<file path="src/include/bilin_params.svh">
`ifndef BILIN_PARAMS_SVH
`define BILIN_PARAMS_SVH

// ------------------------------
// Memory geometry
// ------------------------------

// Linear address width of the input and output image memories
`define BILIN_AW 19

// Output pixels handled per group, one read and one write port each
`define BILIN_LANES 4

// ------------------------------
// Fixed-point constants
// ------------------------------

// 1.0 in Q0.8, needs the ninth bit
`define BILIN_ONE_Q08 9'd256

// Half an LSB of the Q8.16 sum, for round to nearest
`define BILIN_ROUND_Q016 32'h0000_8000

`endif

</file>
<file path="src/logic/bilin_pkg.sv">
`default_nettype none

`include "bilin_params.svh"

package bilin_pkg;

  // ------------------------------
  // Scalar formats
  // ------------------------------

  // Width, height or integer coordinate
  typedef logic [15:0] dim_t;
  // 8-bit grey pixel
  typedef logic [7:0] pix_t;
  // Q0.8 fraction
  typedef logic [7:0] frac_t;
  // Q1.8 weight, reaches 1.0
  typedef logic [8:0] weight_t;
  // Q8.8 scale and inverse scale
  typedef logic [15:0] scale_t;
  // Q16.8 source position
  typedef logic [23:0] fix_t;
  // Q8.16 product or sum
  typedef logic [31:0] acc_t;
  typedef logic [`BILIN_AW-1:0] addr_t;

  // ------------------------------
  // Bundles
  // ------------------------------

  // Per-lane coordinates after edge clamping
  typedef struct packed {
    dim_t  col;
    frac_t fx;
    addr_t addr;
    logic  in_range;
  } lane_coord_t;

  // Shared source row of the group
  typedef struct packed {
    dim_t  row;
    frac_t fy;
  } row_coord_t;

  typedef struct packed {
    logic  en;
    addr_t addr;
    pix_t  data;
  } wr_port_t;

  // Neighbour select {dx, dy}: 00, 10, 01, 11
  typedef logic [1:0] nbr_sel_t;

  // Controller states, one address and one data state per neighbour
  typedef enum logic [3:0] {
    S_IDLE,
    S_INIT,
    S_ROW_START,
    S_SETUP,
    S_A00,
    S_D00,
    S_A10,
    S_D10,
    S_A01,
    S_D01,
    S_A11,
    S_D11,
    S_MUL,
    S_WRITE,
    S_ADVANCE,
    S_DONE
  } ctrl_state_t;

endpackage

`default_nettype wire

</file>
<file path="src/logic/bilin_coord_gen.sv">
`default_nettype none

`include "bilin_params.svh"

module bilin_coord_gen (
  input  wire logic              clk,
  input  wire logic              rst_n,
  input  wire logic              i_row_start,
  input  wire logic              i_group_setup,
  input  wire logic              i_advance,
  input  wire bilin_pkg::dim_t   i_in_w,
  input  wire bilin_pkg::dim_t   i_in_h,
  input  wire bilin_pkg::dim_t   i_out_w,
  input  wire bilin_pkg::dim_t   i_out_h,
  input  wire bilin_pkg::dim_t   i_groups,
  input  wire bilin_pkg::scale_t i_inv_step,
  output bilin_pkg::lane_coord_t o_lane [`BILIN_LANES],
  output bilin_pkg::row_coord_t  o_row,
  output logic                   o_last_group,
  output logic                   o_last_row
);

  // Walk position, Q16.8 in the source image
  bilin_pkg::fix_t sy_fix;
  bilin_pkg::fix_t sx_group;
  // Walk position in the output image
  bilin_pkg::dim_t out_row;
  bilin_pkg::dim_t group_idx;

  bilin_pkg::fix_t step_1x;
  bilin_pkg::fix_t step_4x;

  bilin_pkg::lane_coord_t lane_nxt [`BILIN_LANES];
  bilin_pkg::row_coord_t  row_nxt;

  assign step_1x = {8'd0, i_inv_step};
  assign step_4x = step_1x << 2;

  // Compared in 17 bits so the +1 never wraps
  assign o_last_group = ({1'b0, group_idx} + 17'd1) >= {1'b0, i_groups};
  assign o_last_row   = ({1'b0, out_row} + 17'd1) >= {1'b0, i_out_h};

  // ------------------------------
  // Clamped coordinates
  // ------------------------------

  // Last source row has no row below it
  always_comb begin
    row_nxt.row = sy_fix[23:8];
    row_nxt.fy  = sy_fix[7:0];
    if (sy_fix[23:8] >= i_in_h - 16'd1) begin
      row_nxt.row = i_in_h - 16'd2;
      row_nxt.fy  = 8'hff;
    end
  end

  // Lanes sit one inverse step apart
  always_comb begin
    bilin_pkg::fix_t sx;
    bilin_pkg::dim_t ox;
    logic [31:0]     lin;
    for (int i = 0; i < `BILIN_LANES; i++) begin
      sx = sx_group + step_1x * bilin_pkg::fix_t'(i);
      ox = {group_idx[13:0], 2'b00} + bilin_pkg::dim_t'(i);
      lin = out_row * i_out_w + ox;
      lane_nxt[i].col      = sx[23:8];
      lane_nxt[i].fx       = sx[7:0];
      lane_nxt[i].addr     = lin[`BILIN_AW-1:0];
      // Tail lanes of the last group fall outside the row
      lane_nxt[i].in_range = ox < i_out_w;
      if (sx[23:8] >= i_in_w - 16'd1) begin
        lane_nxt[i].col = i_in_w - 16'd2;
        lane_nxt[i].fx  = 8'hff;
      end
    end
  end

  // Held through reads, multiply and write
  always_ff @(posedge clk) begin
    if (i_group_setup) begin
      o_lane <= lane_nxt;
      o_row  <= row_nxt;
    end
  end

  // ------------------------------
  // Walk state
  // ------------------------------
  always_ff @(posedge clk or negedge rst_n) begin
    if (!rst_n) begin
      sy_fix    <= '0;
      sx_group  <= '0;
      out_row   <= '0;
      group_idx <= '0;
    end else if (i_row_start) begin
      sx_group  <= '0;
      group_idx <= '0;
    end else if (i_advance) begin
      if (!o_last_group) begin
        sx_group  <= sx_group + step_4x;
        group_idx <= group_idx + 16'd1;
      end else if (!o_last_row) begin
        sy_fix  <= sy_fix + step_1x;
        out_row <= out_row + 16'd1;
      end else begin
        // End of image, rewind the rows for the next job
        sy_fix  <= '0;
        out_row <= '0;
      end
    end
  end

endmodule

`default_nettype wire

</file>
<file path="config.mk">
export PLATFORM = sky130hd
export DESIGN_NAME = bilin_coord_gen
export DESIGN_NICKNAME = d
export VERILOG_FILES = /design/src/logic/bilin_pkg.sv /design/src/logic/bilin_coord_gen.sv
export VERILOG_INCLUDE_DIRS = /design/src /design/src/include
export SDC_FILE = /design/constraint.sdc
export NUM_CORES = 1
export LEC_CHECK = 0
export BUFFER_PORTS_ARGS = -buffer_cell sky130_fd_sc_hd__buf_2
export CAP_MARGIN = 20
export CORE_MARGIN = 1
export CORE_UTILIZATION = 31
export DETAILED_ROUTE_END_ITERATION = 8
export HOLD_SLACK_MARGIN = 0.1
export SKIP_CTS_REPAIR_TIMING = 1
export SLEW_MARGIN = 30
export SYNTH_ARGS = -nofsm -noshare
export SYNTH_HDL_FRONTEND = slang
export SYNTH_SLANG_ARGS = --single-unit
</file>
<file path="constraint.sdc">
create_clock -name clk -period 9.1 [get_ports clk]
set_input_delay 0.91 -clock clk [delete_from_list [all_inputs] [get_ports clk]]
set_output_delay 0.91 -clock clk [all_outputs]
set_load 0.02 [all_outputs]
</file>
## Yosys cells after proc, flatten, opt, wreduce, memory -nomap -nowiden

Index checks and enable logic that the tools add are counted.

| storage, ports and cells | value |
|---|---|
| register bits after elaboration | 280 |
| bits of input ports | 101 |
| word-level logic and storage cells | 73 |

| operators by class | value |
|---|---|
| $add $sub $neg | 20 |
| $mul | 2 |
| order comparisons | 11 |
| equal/unequal tests | 1 |
| muxes and demuxes | 13 |
| bitwise logic cells | 1 |
| reductions and logical operators | 3 |

Operators with widths:

| kind | number |
|---|---|
| 2-to-1 mux 24 bit | 9 |
| greater-or-equal comparator 16 bit | 5 |
| adder 19 x 16 -> 19 bit | 4 |
| less-than comparator 16 bit | 4 |
| 2-to-1 mux 16 bit | 4 |
| adder 16 x 1 -> 16 bit, second input constant | 3 |
| adder 24 x 16 -> 24 bit | 2 |
| adder 24 x 18 -> 24 bit | 2 |
| adder 16 x 1 -> 17 bit, second input constant | 2 |
| greater-or-equal comparator 17 x 16 -> 1 bit | 2 |
| adder 16 x 2 -> 16 bit, second input constant | 2 |
| subtractor 16 x 1 -> 16 bit, second input constant | 2 |
| subtractor 16 x 2 -> 16 bit, second input constant | 2 |
| adder 24 x 17 -> 24 bit | 1 |
| multiplier 16 x 16 -> 19 bit | 1 |
| multiplier 16 x 2 -> 18 bit, second input constant | 1 |
| AND reduction 3 bit | 1 |
| inequality test 2 bit, second input constant | 1 |
| AND reduction 2 bit | 1 |
| nonzero test 2 bit | 1 |
| inverter 1 bit | 1 |

## Depth between registers and ports, before layout

Gate-level depths: netlist of run 1.

| logic depth | value |
|---|---|
| depth after elaboration | 5 |
| depth in mapped cells | 31 |
| depth with buffers taken out | 28 |

## Least setup slack after synthesis of run 1

No wires, ideal clock.

| timing | value |
|---|---|
| path kind | input to register |
| start | in i_out_w[6] |
| end | reg o_lane[19] in the netlist's numbering (data pin) |
| library setup time | 272 ps |
| arrival | 7103 ps |
| data required time | 8828 ps |
| path slack | 1725 ps |
| stages on the path | 27 |
| path buffers | 2 |
| cell sequence | clkbuf_1 -> and2_1 -> fa_1 -> inv_1 -> fa_1 -> inv_1 -> ha_1 -> fa_1 -> fa_1 -> inv_1 -> fa_1 -> inv_1 -> ha_1 -> or3_1 -> or2_2 -> a31oi_1 -> xnor2_1 -> ha_1 -> clkbuf_1 -> a21o_1 -> a21o_1 -> a21o_1 -> a21o_1 -> a21o_1 -> a41oi_1 -> nor2_1 -> xnor2_1 |

RTL lines:

| item | RTL line | source |
|---|---|---|
| from (decl) | bilin_coord_gen.sv:13 | `input wire bilin_pkg::dim_t i_out_w,` |
| to (signal assigned) | bilin_coord_gen.sv:81 | `o_lane <= lane_nxt;` |
| to (decl) | bilin_coord_gen.sv:17 | `` output bilin_pkg::lane_coord_t o_lane [`BILIN_LANES], `` |

==> results.cfg, run 1 <==
[route]
drt_iter0_markers = 1206
wire_per_inst_um = 17.5
detailroute.via_count = 19536
routed_wl_um = 69800
ant_nets = 0
drc = 34
via_per_inst = 4.89
firstDrtPassIters = 7

[clock_tree]
cts_tree = yes
cts-htree-levels = 2
cts.path.max_buffers = 3
cts-root-buf = clkbuf_16
cts_buffers = 35
path_clk_slew_ps = 50
clkLatencyLatePin_ps = 550
clock-sinks = 275

[synth]
yosysSeqAreaShare = 0.309
synth_ff_type = edfxtp_1
yosys.cell_types.count = 72
synth_edf_count = 197
netlist_area_sq_mm = 0.0254
synth_xor_area_frac = 0.0964
synth.area.mux_share = 0.0230
synth-adder-area-share = 0.250
synth_simple_gate_area_frac = 0.140
synth_top_family_by_area = adder cells
synth-async-reset-ratio = 0.284
ys_warn_count = 0
synth_area_per_cell_sq_um = 9.58
synth-seq-cells = 275
synth_compound_gate_area_share = 0.123
syn_nets = 3183
synth_cells = 2657

[global_route]
grt.overflow.total = 0
grt_max_degree = 127
first_global_vias = 19297
gr-usage-all-layers = 0.167
antenna_found_initial = 9
grt_pass1_wl_um = 109000

[sta]
worst_slew_pin_slew_ps = 885
fin_crit_sh = 0.815
hold_viol = 0
finalMaxSlewViolations = 0
rsz0062_at_grt = no
fin_hold_ws_ps = 360
skew_ps = 21.5
finalSetupViolCount = 0
tns_ps = 0
fin_crit_ps = 7420
clock.fmax_mhz = 135
max-slew-margin-rel = 0.402

[finish]
area_delta_synth_final_pct = 14.8
drive_above_1_share = 0.148
nNetsFinal = 3428
layout.cells.non_filler = 3994
nFillCells = 8171

[placement]
routabilityCongestion = 0.891
hpwl_um = 54800
port_buffers = 302
dp_cells = 3924

[pwr]
power_density_mw_per_mm2 = 132
vdd_drop_max_mv = 0.109
p_leak_nw = 13.7

[min_path]
hold_class = input port to async pin

[floorplan]
io_pins = 303
core-area_sq_mm = 0.0808
placementRows = 104
start_util = 0.315
dieHeight_um = 288
die_area_sq_mm = 0.0832
die-width_um = 288

[worst_setup_path]
worstSetupEndpointType = flip-flop
worstPathMaxFanout = 22
arrival_ps = 7680
start_kind = flip-flop
critPathKind = flip-flop to flip-flop
cp.required_ps = 9360

[outcome]
violations = DRC
status = complete, but fails checks

[job]
drv_cap = 0
## report_power, final
| part | internal [mW] | switching (mW) | leakage, nW | total (mW) |
|---|---|---|---|---|
| registers | 1.47 | 0.0568 | 3.05 | 1.52 |
| clock network | 0.790 | 0.568 | 0.524 | 1.36 |
| logic | 0.385 | 0.603 | 10.1 | 0.988 |
| total | 2.64 | 1.23 | 13.7 | 3.87 |
## sequential cells by signal, indices dropped and copies added, names as in the netlist
name	cells
o_lane	173
o_row	24
sy_fix	24
sx_group	22
group_idx	16
out_row	16
## path summary, 6_finish.rpt
kind                            startpoint           end  slack (ps)  cells past startpoint
worst min-delay path                 rst_n    sy_fix[23]         360                      1
min in group clk                 sy_fix[2]     sy_fix[2]         520                      2
worst max register to register  out_row[2]   o_lane[151]        1680                     25
worst max-delay path            out_row[2]   o_lane[151]        1680                     25
worst min register to register   sy_fix[2]     sy_fix[2]         520                      2
max in group asynchronous            rst_n  sx_group[21]        7740                      2
## worst max-delay path, stage by stage, from the launching register on
cell	delay, ps
dfrtp_1	690
and2_1	340
fa_1	540
inv_1	60
fa_1	520
inv_1	50
ha_1	220
fa_1	500
fa_1	490
inv_1	50
fa_1	520
inv_1	40
ha_1	190
or3_1	380
or2_2	320
a31oi_1	210
xnor2_1	90
ha_1	440
a21o_1	260
a21o_1	170
a21o_1	190
a21o_1	170
a21o_1	210
a41oi_1	270
nor2_1	90
xnor2_1	130
## cell usage after synthesis, drive strengths merged (6+ instances only)
master	number	area share
a2111oi	6	0.0021
a211oi	9	0.0027
a21boi	9	0.0027
a21o	71	0.021
a21oi	138	0.027
a31oi	14	0.0034
and2	82	0.020
and3	24	0.0061
buf	10	0.0022
clkbuf	98	0.014
dfrtp	78	0.077
edfxtp	197	0.23
fa	138	0.11
ha	287	0.14
inv	284	0.042
mux2	20	0.0089
mux2i	36	0.014
nand2	273	0.040
nand2b	39	0.0096
nand3	37	0.0075
nand4	27	0.0066
nor2	116	0.017
nor2b	24	0.0059
nor3	32	0.0063
nor4	10	0.0025
o211ai	7	0.0021
o21a	26	0.0077
o21ai	141	0.028
o21bai	16	0.0047
o31a	14	0.0048
o31ai	14	0.0041
or2	28	0.0069
or3	25	0.0063
xnor2	158	0.054
xor2	122	0.042
## metrics by stage
step                 util  worst slack [ps]  area, sq um  total power, mW
finish              0.361              1680        29200             3.87
global route        0.361              1280        29200             4.08
CTS                 0.361              1660        29200             3.92
detailed placement  0.347              1430        28100             2.54
global placement    0.347              1540        28000             2.52
floorplan               -              1730        25400             2.20
## layer usage
layer  vias to the layer above  track usage  wire, um
met5                         -            0         8
met4                         2       0.0443      1660
met3                        85       0.0219      4410
met2                       492        0.275     32600
met1                      9406        0.230     31100
li1                       9551            -         -
## layout make-up
class                   count  area (sq um)  area share
inverters                 284          1070      0.0365
repair buffers            316          1660      0.0569
clock buffers              42           933      0.0320
clock inverters            21           168     0.00574
diodes                      6          15.0    0.000514
well taps                1060          1330      0.0454
flip-flops and latches    275          7870       0.269
multi-input cells        1990         16200       0.554
## cell families (layout without fill, tap and decap cells)
logic type	after synthesis	in the layout
AOI/OAI and AO/OA	497	497
DFF	275	275
xor gates and xnor gates	280	280
and+or+nand+nor	731	731
muxes	56	56
buffers and inverters	392	663
other	1	7
adders and majority gates	425	425
## placed cells by master, fill, tap and decap left out, drive strengths merged, types with 24 or more instances in the layout
cell	netlist	routed
or3	25	25
dfrtp	78	78
nand2	273	273
nand4	27	27
ha	287	287
a21o	71	71
clkbuf	98	43
fa	138	138
edfxtp	197	197
and2	82	82
nand2b	39	39
mux2i	36	36
o21a	26	26
buf	10	315
xnor2	158	158
a21oi	138	138
nor3	32	32
or2	28	28
nor2b	24	24
nand3	37	37
and3	24	24
inv	284	285
nor2	116	116
o21ai	141	141
xor2	122	122
(Power assumes the default switching activity.)
==> run 2: changes to the inputs <==
- ABC_AREA: unset -> 1
- clock period: 9.1 -> 7.4 ns (I/O delays scaled with it)
==> results.cfg, run 2 <==
[pwr]
power.switching_mw = 2.89
p_sw_frac = 0.419
p_leak_nw = 16.2
power_density_mw_per_mm2 = 220
pwr-share-seq = 0.312
internal-power_mw = 4.01
p_clk_frac = 0.257
vdd_drop_max_mv = 0.175
power.share.combinational = 0.431

[route]
drc = 0
via_per_inst = 4.80
firstDrtPassIters = 6
ant_nets = 0
wire_per_inst_um = 17.3
detailroute.via_count = 23653
drt_iter0_markers = 1680
routed_wl_um = 85000

[synth]
ys_warn_count = 0
yosysTopAreaCell = edfxtp_1
yosys.cell_types.count = 55
synth_area_leaders = edfxtp_1, ha_1, nand2_1
synth_area_per_cell_sq_um = 7.90
syn_nets = 3993
synth_cells = 3467
synth_edf_count = 197
synth-async-reset-ratio = 0.284
netlist_area_sq_mm = 0.0274
synth-seq-cells = 275
yosysSeqAreaShare = 0.287
synth_ff_type = edfxtp_1
yosysTopAreaCellShare = 0.216
ys_top_cells_by_count = nand2_1, inv_1, ha_1
synth.most_common_cell = nand2_1

[finish]
reg_top3 = o_lane (173), o_row (24), sy_fix (24)
nNetsFinal = 4267
area_delta_synth_final_pct = 14.5
final_common_cell = nand2_1
stdcell_area_sq_mm = 0.0314
largest-register = o_lane
drive_above_1_share = 0.121
largest_register_ff_count = 173
layout_common_cells = nand2_1, inv_1, buf_2

[floorplan]
placementRows = 108
die_area_sq_mm = 0.0895
die-width_um = 299
dieHeight_um = 299
core-area_sq_mm = 0.0872
io_pins = 303
start_util = 0.314

[placement]
hpwl_um = 68500
port_buffers = 302
routabilityCongestion = 0.928
place_area_sq_mm = 0.0301

[global_route]
grt_pass1_wl_um = 131000
grt.overflow.total = 0
met2_usage = 0.312
gr-usage-all-layers = 0.188
busiest_layer = met2
antenna_found_initial = 4
grtUsageMet3 = 0.0209
first_global_vias = 22767
grt_util_met1 = 0.256
grt_max_degree = 79

[clock_tree]
path_clk_slew_ps = 60
clkLatencyLatePin_ps = 570
cts-htree-levels = 2
clock-sinks = 275
cts.path.max_buffers = 3
cts_buffers = 37
cts-root-buf = clkbuf_16
cts_tree = yes

[worst_setup_path]
crit_path_max_incr_delay_ps = 680
slowest_stage = dfrtp_1
cp_common_cell = inv_1
critPathKind = flip-flop to flip-flop
cp.required_ps = 7700
start_kind = flip-flop
critPathTopFamily = adder cells
worstSetupEndpointType = flip-flop
worstPathMaxFanout = 11
path_buf_inv = 7
arrival_ps = 7250

[sta]
fin_crit_ps = 6950
finalSetupViolCount = 0
worst_slew_pin_slew_ps = 961
tns_ps = 0
fin_crit_sh = 0.940
max-slew-margin-rel = 0.354
clock.fmax_mhz = 144
rsz0062_at_grt = no
skew_ps = 40.3
hold_viol = 0
finalMaxSlewViolations = 0

[outcome]
status = finished clean

[job]
drv_cap = 0

[min_path]
hold_class = flip-flop to flip-flop
==> run 2: cell count changes after synthesis, sizes merged, moves of 52 or more <==
cell | previous run | this run
nand2 | 273 | 846
inv | 284 | 584
nand3 | 37 | 145
nor2 | 116 | 204
xnor2 | 158 | 70
and2 | 82 | 6
a21oi | 138 | 203
o21ai | 141 | 204
a21o | 71 | 10
nand4 | 27 | 79
==> run 2: layout make-up <==
| type | count | area (sq um) |
|---|---|---|
| fill | 9120 | 55800 |
| multi-input combinational | 2495 | 16800 |
| sequential | 275 | 7870 |
| timing repair buffer | 345 | 1870 |
| clock buffer | 45 | 1010 |
| tap | 1155 | 1450 |
| antenna | 2 | 5.00 |
| inverter | 587 | 2200 |
| clock inverter | 20 | 193 |
==> run 2: final timing paths <==
path | start | cells after the start | end | slack [ps]
setup / recovery | out_row[5] | 25 | o_lane[149] | 450
hold / removal | sy_fix[23] | 2 | sy_fix[23] | 510
setup reg to reg | out_row[5] | 25 | o_lane[149] | 450
hold reg to reg | sy_fix[23] | 2 | sy_fix[23] | 510
max in group asynchronous | rst_n | 3 | sx_group[7] | 5840
min in group asynchronous | rst_n | 2 | out_row[3] | 610
==> run 2: per-layer routing <==
layer / routed length (um) / part of all wire
met1: 38400 / 0.45
met2: 39200 / 0.46
met4: 2420 / 0.028
met3: 4950 / 0.058
met5: 0 / 0
==> run 2: per-stage QoR <==
stage                     power (mW)  hold WS (ps)  setup slack [ps]  std cells   util
after floorplan                 4.12           444               285       3467      -
after global placement          5.10           502               246       4856  0.346
after detailed placement        5.14           506               163       4856  0.346
after CTS                       6.95          23.2               376       4921  0.360
after global routing            7.40           522              38.8       4923  0.360
final                           6.90           514               446       4924  0.360
==> run 2: worst register-to-register path, cell delays in order (launching register included) <==
cell      delay [ps]
dfrtp_1          680
nand2_1          150
fa_1             560
inv_1             50
fa_1             500
inv_1             50
fa_1             500
inv_1             60
fa_1             510
fa_1             550
inv_1             60
fa_1             560
inv_1             50
ha_1             360
a21oi_1          200
o21ai_0          130
a211oi_1         260
xor2_1           170
inv_1             50
ha_1             310
nand2_1          130
nor2_1           120
inv_1             80
o221ai_1         330
nor2_1           110
xnor2_1          160
==> run 2: logic make-up after synthesis <==
kind of cell / after synthesis / synth area share
AND/OR/NAND/NOR: 1359 / 0.212
buffers and inverters: 697 / 0.101
AO/OA/AOI/OAI: 472 / 0.0924
adder cells (fa/ha/maj): 425 / 0.232
flip-flops: 275 / 0.287
XOR/XNOR: 238 / 0.0761
other: 1 / 0.000137
==> run 2: power groups by stage <==
stage	clock network [mW]	logic (mW)	registers (mW)
floorplan	0	1.79	2.32
global placement	0	2.92	2.19
detailed placement	0	2.95	2.19
CTS	1.83	2.96	2.16
global route	1.88	3.34	2.18
finish	1.77	2.97	2.16
==> run 3: changes to the inputs <==
- CORE_UTILIZATION: 31 -> 59
- PLACE_DENSITY: unset -> 0.8
==> results.cfg, run 3 (synthesis gave the netlist of run 2 again) <==
[global_route]
grt_max_degree = 119
grt.overflow.total = 0
grt_pass1_wl_um = 120000
first_global_vias = 23283
antenna_found_initial = 1
gr-usage-all-layers = 0.321

[clock_tree]
cts_buffers = 30
clock-sinks = 275
path_clk_slew_ps = 60
clkLatencyLatePin_ps = 600
cts-htree-levels = 1
cts_tree = yes
cts.path.max_buffers = 3
cts-root-buf = clkbuf_16

[sta]
skew_ps = 26.8
fin_crit_ps = 7010
hold_viol = 0
fin_hold_ws_ps = 485
max-slew-margin-rel = 0.336
finalSetupViolCount = 0
tns_ps = 0
fin_crit_sh = 0.947
finalMaxSlewViolations = 0
worst_slew_pin_slew_ps = 995
clock.fmax_mhz = 143
rsz0062_at_grt = no

[worst_setup_path]
slowest_stage = dfrtp_1
crit_path_max_incr_delay_ps = 570
cp_common_cell = inv_1
r2r_cells = 28
worstPathMaxFanout = 10
r2r_slack_ps = 390
arrival_ps = 7350
rr_endpoint = o_lane[58]
cp.required_ps = 7740
crit_path_start = out_row[6]
critPathKind = flip-flop to flip-flop
worstSetupEndpointType = flip-flop
r2r_start = out_row[6]
start_kind = flip-flop

[pwr]
p_leak_nw = 16.0
vdd_drop_max_mv = 0.370
power_density_mw_per_mm2 = 215

[route]
drt_iter0_markers = 2154
via_per_inst = 5.56
wire_per_inst_um = 17.5
ant_nets = 0
routed_wl_um = 75900
drc = 0
firstDrtPassIters = 6
detailroute.via_count = 24170

[finish]
layout_common_cells = nand2_1, inv_1, buf_2
area_delta_synth_final_pct = 10.6
nNetsFinal = 4248
largest-register = o_lane
reg_top3 = o_lane (173), o_row (24), sy_fix (24)
largest_register_ff_count = 173
final_common_cell = nand2_1
nFillCells = 3808
drive_above_1_share = 0.114

[placement]
hpwl_um = 59400
routabilityCongestion = 1.02
port_buffers = 302

[min_path]
hold_class = input port to flip-flop
holdPathStages = 3
hold_path.startpoint = i_in_h[0]
min_to = o_row[8]

[floorplan]
die_area_sq_mm = 0.0473
core-area_sq_mm = 0.0456
placementRows = 78
io_pins = 303
dieHeight_um = 217
die-width_um = 217
start_util = 0.601

[job]
drv_cap = 0

[outcome]
status = finished clean
## run 3: cell count changes in the layout (fill, tap and decap cells not counted), sizes merged
| cell | previous run | this run |
|---|---|---|
| clkinvlp | 5 | 1 |
| clkinv | 11 | 18 |
| inv | 590 | 586 |
| diode | 2 | 1 |
| buf | 343 | 331 |
| clkbuf | 46 | 36 |
## run 3: layout make-up
cell class	count	area (sq um)	share of cell area
well taps	600	751	0.0248
repair buffers	333	1760	0.0581
inverters	587	2200	0.0727
flip-flops and latches	275	7870	0.260
diodes	1	2.50	0.0000826
clock buffers	35	790	0.0261
clock inverters	19	145	0.00479
multi-input cells	2495	16800	0.554
## run 3: power by group
group | switching, mW | internal (mW)
clock network | 0.650 | 0.798
logic | 1.90 | 1.01
registers | 0.203 | 1.97
## run 3: worst max-delay path, delay by kind of cell, from the launching register on
family          cells  cell delay (ps)
compound gates      5              960
xor+xnor            2              320
fa+ha+maj           8             3530
buf+inv             8              720
flops               1              570
simple gates        5              650
## run 3: worst max path at each step
stage,to,depth (start not counted)
after global placement,o_lane[107],28
after global routing,o_lane[58],28
after floorplan,o_lane[105],27
final,o_lane[58],28
after CTS,o_lane[58],27
after detailed placement,o_lane[58],28
## run 3: per-layer routing
layer,GRT usage,up-vias,part of all wire
li1,-,11688,-
met1,0.417,11284,0.41
met2,0.549,1023,0.48
met3,0.0378,175,0.077
met4,0.118,0,0.037
met5,0,-,0
## run 3: stage by stage
stage	total power, mW	worst slack [ps]	std cells	utilization	instance area, sq um
floorplan	4.12	285	3467	-	27400
global placement	5.00	324	4289	0.644	29300
detailed placement	5.02	177	4289	0.644	29300
CTS	6.51	404	4343	0.664	30300
global route	6.94	27.3	4345	0.665	30300
finish	6.52	389	4345	0.665	30300
